`config.mk`:
```
export PLATFORM = sky130hd
export DESIGN_NAME = frame_hub
export DESIGN_NICKNAME = d
export VERILOG_FILES = /design/src/hub_pkg.sv /design/src/frame_hub.sv /design/src/hub_tx_stage.sv /design/src/hub_arbiter.sv /design/src/gap_timer.sv /design/src/frame_fifo.sv
export SDC_FILE = /design/constraint.sdc
export NUM_CORES = 2
export LEC_CHECK = 0
export BUFFER_PORTS_ARGS = -buffer_cell sky130_fd_sc_hd__clkbuf_2
export CAP_MARGIN = 5
export CORE_AREA = 2 2 487 344
export CTS_BUF_LIST = sky130_fd_sc_hd__clkbuf_2
export DETAILED_ROUTE_END_ITERATION = 7
export DIE_AREA = 0 0 489 346
export PLACE_DENSITY = 0.57
export SKIP_LAST_GASP = 1
export SYNTH_ARGS = -nofsm -noshare
export SYNTH_HDL_FRONTEND = slang
export SYNTH_SLANG_ARGS = --single-unit
export TNS_END_PERCENT = 10
```
`constraint.sdc`:
```
create_clock -name clk -period 4.9 [get_ports clk]
set_input_delay 0.245 -clock clk [delete_from_list [all_inputs] [get_ports clk]]
set_output_delay 0.245 -clock clk [all_outputs]
set_load 0.01 [all_outputs]
```
`src/hub_pkg.sv`:
```
package hub_pkg;

  ////////////////////////////////////////////////////////////
  // sizes
  ////////////////////////////////////////////////////////////

  localparam int NPORTS    = 3;
  localparam int FIFO_AW   = 6;
  localparam int MAX_FRAME = 24;
  localparam int IFG       = 10;

  typedef logic [7:0]         byte_t;
  typedef logic [1:0]         port_idx_t;
  typedef logic [FIFO_AW-1:0] fifo_addr_t;
  typedef logic [FIFO_AW:0]   fifo_cnt_t;
  typedef logic [3:0]         gap_cnt_t;

  ////////////////////////////////////////////////////////////
  // stream words
  ////////////////////////////////////////////////////////////

  // one queued byte, last marks end of frame
  typedef struct packed {
    logic  last;
    byte_t dat;
  } fifo_word_t;

  typedef struct packed {
    logic      val;
    logic      last;
    port_idx_t port;
    byte_t     dat;
  } hub_beat_t;

  typedef enum logic [1:0] {
    ARB_IDLE,
    ARB_SEND,
    ARB_GAP_REQ,
    ARB_GAP_REL
  } arb_state_t;

endpackage
```
`src/frame_hub.sv`:
```
`timescale 1ns/1ps

module frame_hub (
  input  logic                       clk,
  input  logic                       rst,
  input  logic [hub_pkg::NPORTS-1:0] in_val,
  input  hub_pkg::byte_t             in_dat [hub_pkg::NPORTS],
  output logic [hub_pkg::NPORTS-1:0] ready,
  output hub_pkg::hub_beat_t         out
);
  import hub_pkg::*;

  logic [NPORTS-1:0] has_frame;
  fifo_word_t        head [NPORTS];
  logic [NPORTS-1:0] pop;
  logic              issue;
  port_idx_t         grant_port;
  fifo_word_t        word;
  logic              gap_req;
  logic              gap_ack;

  ////////////////////////////////////////////////////////////
  // per station queues
  ////////////////////////////////////////////////////////////

  for (genvar i = 0; i < NPORTS; i++) begin : g_port
    frame_fifo fifo_inst (
      .clk       (clk),
      .rst       (rst),
      .in_val    (in_val[i]),
      .in_dat    (in_dat[i]),
      .pop       (pop[i]),
      .ready     (ready[i]),
      .has_frame (has_frame[i]),
      .head      (head[i])
    );
  end

  hub_arbiter arb_inst (
    .clk        (clk),
    .rst        (rst),
    .has_frame  (has_frame),
    .head       (head),
    .pop        (pop),
    .issue      (issue),
    .grant_port (grant_port),
    .word       (word),
    .gap_req    (gap_req),
    .gap_ack    (gap_ack)
  );

  gap_timer gap_inst (
    .clk     (clk),
    .rst     (rst),
    .gap_req (gap_req),
    .gap_ack (gap_ack)
  );

  hub_tx_stage tx_inst (
    .clk        (clk),
    .rst        (rst),
    .issue      (issue),
    .grant_port (grant_port),
    .word       (word),
    .out        (out)
  );

endmodule

```
`src/hub_tx_stage.sv`:
```
`timescale 1ns/1ps

module hub_tx_stage (
  input  logic                clk,
  input  logic                rst,
  input  logic                issue,
  input  hub_pkg::port_idx_t  grant_port,
  input  hub_pkg::fifo_word_t word,
  output hub_pkg::hub_beat_t  out
);
  import hub_pkg::*;

  fifo_cnt_t byte_cnt;
  logic      at_max;
  logic      end_beat;

  // cut a runaway frame at MAX_FRAME bytes
  assign at_max   = byte_cnt == fifo_cnt_t'(MAX_FRAME - 1);
  assign end_beat = word.last || at_max;

  ////////////////////////////////////////////////////////////
  // output register
  ////////////////////////////////////////////////////////////

  always_ff @(posedge clk) begin
    out.port <= grant_port;
    out.dat  <= word.dat;
    out.last <= end_beat;
    if (rst) begin
      out.val  <= 1'b0;
      byte_cnt <= '0;
    end else begin
      out.val <= issue;
      if (issue) begin
        if (end_beat) begin
          byte_cnt <= '0;
        end else begin
          byte_cnt <= byte_cnt + 1'b1;
        end
      end
    end
  end

endmodule

```
`src/hub_arbiter.sv`:
```
`timescale 1ns/1ps

module hub_arbiter (
  input  logic                        clk,
  input  logic                        rst,
  input  logic [hub_pkg::NPORTS-1:0]  has_frame,
  input  hub_pkg::fifo_word_t         head [hub_pkg::NPORTS],
  output logic [hub_pkg::NPORTS-1:0]  pop,
  output logic                        issue,
  output hub_pkg::port_idx_t          grant_port,
  output hub_pkg::fifo_word_t         word,
  output logic                        gap_req,
  input  logic                        gap_ack
);
  import hub_pkg::*;

  arb_state_t state;
  port_idx_t  last_port;
  port_idx_t  pick;
  port_idx_t  cand;
  logic       found;

  ////////////////////////////////////////////////////////////
  // round robin search
  ////////////////////////////////////////////////////////////

  // start one past the last served port
  always_comb begin
    found = 1'b0;
    pick  = last_port;
    cand  = last_port;
    for (int k = 1; k <= NPORTS; k++) begin
      cand = port_idx_t'((int'(last_port) + k) % NPORTS);
      if (!found && has_frame[cand]) begin
        found = 1'b1;
        pick  = cand;
      end
    end
  end

  always_comb begin
    issue = (state == ARB_SEND);
    word  = head[grant_port];
    pop   = '0;
    if (issue) begin
      pop[grant_port] = 1'b1;
    end
  end

  assign gap_req = (state == ARB_GAP_REQ);

  ////////////////////////////////////////////////////////////
  // state machine
  ////////////////////////////////////////////////////////////

  always_ff @(posedge clk) begin
    if (rst) begin
      state      <= ARB_IDLE;
      last_port  <= port_idx_t'(NPORTS - 1);
      grant_port <= '0;
    end else begin
      case (state)
        ARB_IDLE: begin
          if (found) begin
            grant_port <= pick;
            state      <= ARB_SEND;
          end
        end
        ARB_SEND: begin
          // whole frame is queued, so no bubbles
          if (word.last) begin
            last_port <= grant_port;
            state     <= ARB_GAP_REQ;
          end
        end
        ARB_GAP_REQ: begin
          if (gap_ack) state <= ARB_GAP_REL;
        end
        ARB_GAP_REL: begin
          if (!gap_ack) state <= ARB_IDLE;
        end
        default: state <= ARB_IDLE;
      endcase
    end
  end

endmodule

```
`src/gap_timer.sv`:
```
`timescale 1ns/1ps

module gap_timer (
  input  logic clk,
  input  logic rst,
  input  logic gap_req,
  output logic gap_ack
);
  import hub_pkg::*;

  logic     req_d;
  logic     busy;
  gap_cnt_t cnt;

  // load on req rise, ack lands IFG cycles later
  always_ff @(posedge clk) begin
    if (rst) begin
      req_d   <= 1'b0;
      busy    <= 1'b0;
      cnt     <= '0;
      gap_ack <= 1'b0;
    end else begin
      req_d <= gap_req;
      if (gap_req && !req_d && !gap_ack) begin
        busy <= 1'b1;
        cnt  <= gap_cnt_t'(IFG - 1);
      end else if (busy) begin
        cnt <= cnt - 1'b1;
        if (cnt == gap_cnt_t'(1)) begin
          busy    <= 1'b0;
          gap_ack <= 1'b1;
        end
      end
      // release phase of the handshake
      if (gap_ack && !gap_req) begin
        gap_ack <= 1'b0;
      end
    end
  end

endmodule

```
`src/frame_fifo.sv`:
```
`timescale 1ns/1ps

module frame_fifo (
  input  logic                clk,
  input  logic                rst,
  input  logic                in_val,
  input  hub_pkg::byte_t      in_dat,
  input  logic                pop,
  output logic                ready,
  output logic                has_frame,
  output hub_pkg::fifo_word_t head
);
  import hub_pkg::*;

  logic       hold_val;
  byte_t      hold_dat;
  logic       wr_en;
  fifo_word_t wr_word;
  fifo_word_t mem [2**FIFO_AW];
  fifo_addr_t wr_ptr;
  fifo_addr_t rd_ptr;
  fifo_cnt_t  used;
  fifo_cnt_t  free_words;
  fifo_cnt_t  frames;

  // byte held one cycle so its last flag is known
  always_ff @(posedge clk) begin
    hold_dat <= in_dat;
    if (rst) begin
      hold_val <= 1'b0;
    end else begin
      hold_val <= in_val;
    end
  end

  assign wr_en        = hold_val;
  assign wr_word.last = !in_val;
  assign wr_word.dat  = hold_dat;

  always_ff @(posedge clk) begin
    if (wr_en) begin
      mem[wr_ptr] <= wr_word;
    end
  end

  assign head = mem[rd_ptr];

  ////////////////////////////////////////////////////////////
  // pointers and counters
  ////////////////////////////////////////////////////////////

  always_ff @(posedge clk) begin
    if (rst) begin
      wr_ptr <= '0;
      rd_ptr <= '0;
      used   <= '0;
      frames <= '0;
    end else begin
      if (wr_en) wr_ptr <= wr_ptr + 1'b1;
      if (pop) rd_ptr <= rd_ptr + 1'b1;
      case ({wr_en, pop})
        2'b10:   used <= used + 1'b1;
        2'b01:   used <= used - 1'b1;
        default: used <= used;
      endcase
      // complete frames only
      case ({wr_en && wr_word.last, pop && head.last})
        2'b10:   frames <= frames + 1'b1;
        2'b01:   frames <= frames - 1'b1;
        default: frames <= frames;
      endcase
    end
  end

  assign free_words = fifo_cnt_t'(2 ** FIFO_AW) - used;
  assign ready      = free_words >= fifo_cnt_t'(MAX_FRAME);
  assign has_frame  = frames != '0;

endmodule

```
==> flow_summary.toml <==
[run_status]
outcome = "complete, no violations"

[logic_synthesis]
synth.top_cell.area_share_pct = 70.4
synth_area_per_cell_sq_um = 20.6
ys.flop_type = "edfxtp_1"
synth_seq_cells = 1883
synth_cell_types = 70
ys_top_cells_by_area = "edfxtp_1, mux4_2, dfxtp_1"
synth_cells = 3579
syn_nets = 3655
yosysSeqAreaShare_pct = 74.6
synth-async-reset-ratio_pct = 0
yosysWarnings = 0
synth_edf_count = 1728
synth_top_area_cell = "edfxtp_1"
syn_area_sq_mm = 0.0737

[route]
first_pass_iters = 7
drt_wl_total_um = 172000
routed_via_density = 5.54
vias = 37000
wl_per_cell_um = 25.8
antenna_left = 0
drc = 0
drt-initial-drc-count = 3948

[worst_setup_path]
reg2reg_slack_ns = 0.25
crit_type = "reg2reg"
crit_slowest_cell = "dfxtp_4"
cp_top_family = "compound AO/OA/AOI/OAI gates"
cp_max_fo = 20
path_buf_inv = 1
worstPathArrival_ns = 6.23
cp_cell_sequence = "mux4_2, nor2_1, a311oi_1, o311ai_1, o21ai_1, nand2_1, inv_1, ha_1, xor2_1, ha_1, a21oi_1, o21ai_1, a221oi_1, a21boi_1, o32a_1, or3_1, a21oi_1"
start_kind = "register"
max_stage_delay_ns = 0.62
cp.required_ns = 6.48
crit_path_end_kind = "register"

[global_route]
grt_pass1_wl_um = 254000
grt_use_total_pct = 20.5
grt_max_degree = 66
gr-total-overflow = 0
antenna_found_initial = 4
grt_pass1_vias = 37100

[hold_path]
min-delay-start = "in_val[0]"
hp-class = "in2reg"

[cells_and_area]
multi_input_area_sq_mm = 0.0177
area_delta_synth_final_pct = 11.1
final_common_cell = "edfxtp_1"
seqCellArea_sq_mm = 0.0551
finalNonFillerCells = 6679
n_fill_cell = 13600
layout_common_cells = "edfxtp_1, clkbuf_2, mux4_2"
layout-drive-gt1-share_pct = 32.6
finalNetCount = 4168

[timing]
fin_skew_ns = 0.247
tightestPinTransition_ns = 1.26
finalHoldViolCount = 0
finalSetupViolCount = 0
period_share_pct = 94.9
rsz0062_at_grt = "true"
slew_viol_final = 0
min_period_ns = 4.65
fmax_ghz = 0.215
timing.slew.headroom_pct = 15.6

[cts]
ctsHtreeMaxLevel = 5
cts_sinks = 1883
cts_resized = 0
clkTransAtPathRegs_ns = 0.12
tritoncts = "done"
cts-root-buf = "clkbuf_2"
numCtsBuffers = 450
clockBufferDepth = 4
insertion_delay_ns = 1.88

[power_and_ir_drop]
vdd_drop_max_uv = 217
leakagePower_uw = 0.0259
total_power_uw = 31500
power.density_mw_per_mm2 = 384

[floorplan]
ios = 44
initial_utilization_pct = 44.8
rows = 125
dieArea_sq_mm = 0.169
chipHeight_um = 346
die_w_um = 489
core_area_sq_mm = 0.165

[flow_run]
maxCapViolCount = 0

[place]
dp_hpwl_um = 104000
dpl.cell_count = 5752
globalplace.congestion = 0.787
port_buffers = 43
==> per-layer routing <==
metal	track usage, %	part of all wire, %
met1	32.7	48
met2	28.2	43
met3	4.51	6.9
met4	5.45	1.9
met5	0	0
==> per-stage QoR <==
| stage | hold WS (ns) | TNS [ns] | instance area, sq um | utilization (%) | worst slack, ns |
|---|---|---|---|---|---|
| after global placement | 0.348 | 0 | 76700 | 46.6 | 0.483 |
| after floorplan | 0.273 | 0 | 73700 | - | 0.581 |
| after global routing | 0.131 | -0.0148 | 81900 | 49.7 | -0.0148 |
| after detailed placement | 0.349 | 0 | 76700 | 46.6 | 0.458 |
| after CTS | 0.0228 | 0 | 81800 | 49.7 | 0.256 |
| final | 0.274 | 0 | 81900 | 49.7 | 0.252 |
==> worst paths after layout <==
path                                                      end  cells past startpoint
worst max register to register  g_port[1].fifo_inst.frames[6]                     17
worst min register to register  g_port[1].fifo_inst.frames[6]                      2
worst max-delay path            g_port[1].fifo_inst.frames[6]                     17
worst min-delay path             g_port[0].fifo_inst.hold_val                      6
==> area by class of cell <==
cell class,instances,area share (%)
clock inverter,134,0.842
multi-input combinational,1468,21.7
antenna,10,0.0306
tap,2222,3.40
sequential,1883,67.2
inverter,35,0.160
clock buffer,673,4.11
timing repair buffer,254,2.55
==> synth_stat cells (all sizes together) (3+ instances only) <==
master / instances
mux2i: 43
ha: 44
dfxtp: 155
a22o: 4
o41ai: 4
a221oi: 4
nor4: 4
or3: 24
nor3: 31
nor3b: 4
buf: 95
o21ai: 35
a21oi: 58
and2: 5
mux4: 542
nand3b: 13
or4: 3
o22ai: 5
xor2: 41
nand3: 30
nand4: 12
nand2b: 25
a22oi: 10
mux2: 4
nor2: 300
o32a: 3
xnor2: 28
a21o: 15
a31oi: 7
a2111oi: 4
nand2: 95
inv: 34
o31ai: 4
fa: 3
nor2b: 28
edfxtp: 1728
clkbuf: 98
or2: 5
or3b: 3
==> tightest hold or removal path, cell delays in order <==
cell           delay [ns]
dlygate4sd3_1        0.54
clkbuf_2             0.10
dlygate4sd3_1        0.55
inv_2                0.06
buf_4                0.29
nor2_1               0.16
==> report_power, final <==
part / internal, uW / total, uW / switching, uW
Clock: 3970 / 10200 / 6260
Combinational: 1540 / 3380 / 1840
Sequential: 17700 / 17900 / 216
Total: 23200 / 31500 / 8320
==> cell families after synthesis <==
family / synth area share (%)
fa+ha+maj: 0.828
flops: 74.6
buf+inv: 1.36
simple gates: 3.69
compound gates: 1.48
mux: 17.2
xor+xnor: 0.820
==> flip-flops by register name (all words and copies together), names as in the netlist, named ones only <==
| register | cells |
|---|---|
| g_port.fifo_inst.mem | 1728 |
| g_port.fifo_inst.hold_dat | 24 |
| g_port.fifo_inst.frames | 21 |
| g_port.fifo_inst.used | 21 |
| g_port.fifo_inst.rd_ptr | 18 |
| g_port.fifo_inst.wr_ptr | 18 |
| tx_inst.out | 12 |
| tx_inst.byte_cnt | 7 |
| gap_inst.cnt | 4 |
| g_port.fifo_inst.hold_val | 3 |
| arb_inst.grant_port | 2 |
| arb_inst.last_port | 2 |
| arb_inst.state | 2 |
| gap_inst.busy | 1 |
| gap_inst.gap_ack | 1 |
| gap_inst.req_d | 1 |
==> timing repair <==
item                                    in CTS  in global routing
setup buffers                                0                  1
hold buffers                               109                  0
endpoints found under the hold margin      336                  0
endpoints found under the setup margin       0                  2
No activity file was read; power rests on OpenSTA's default activity.
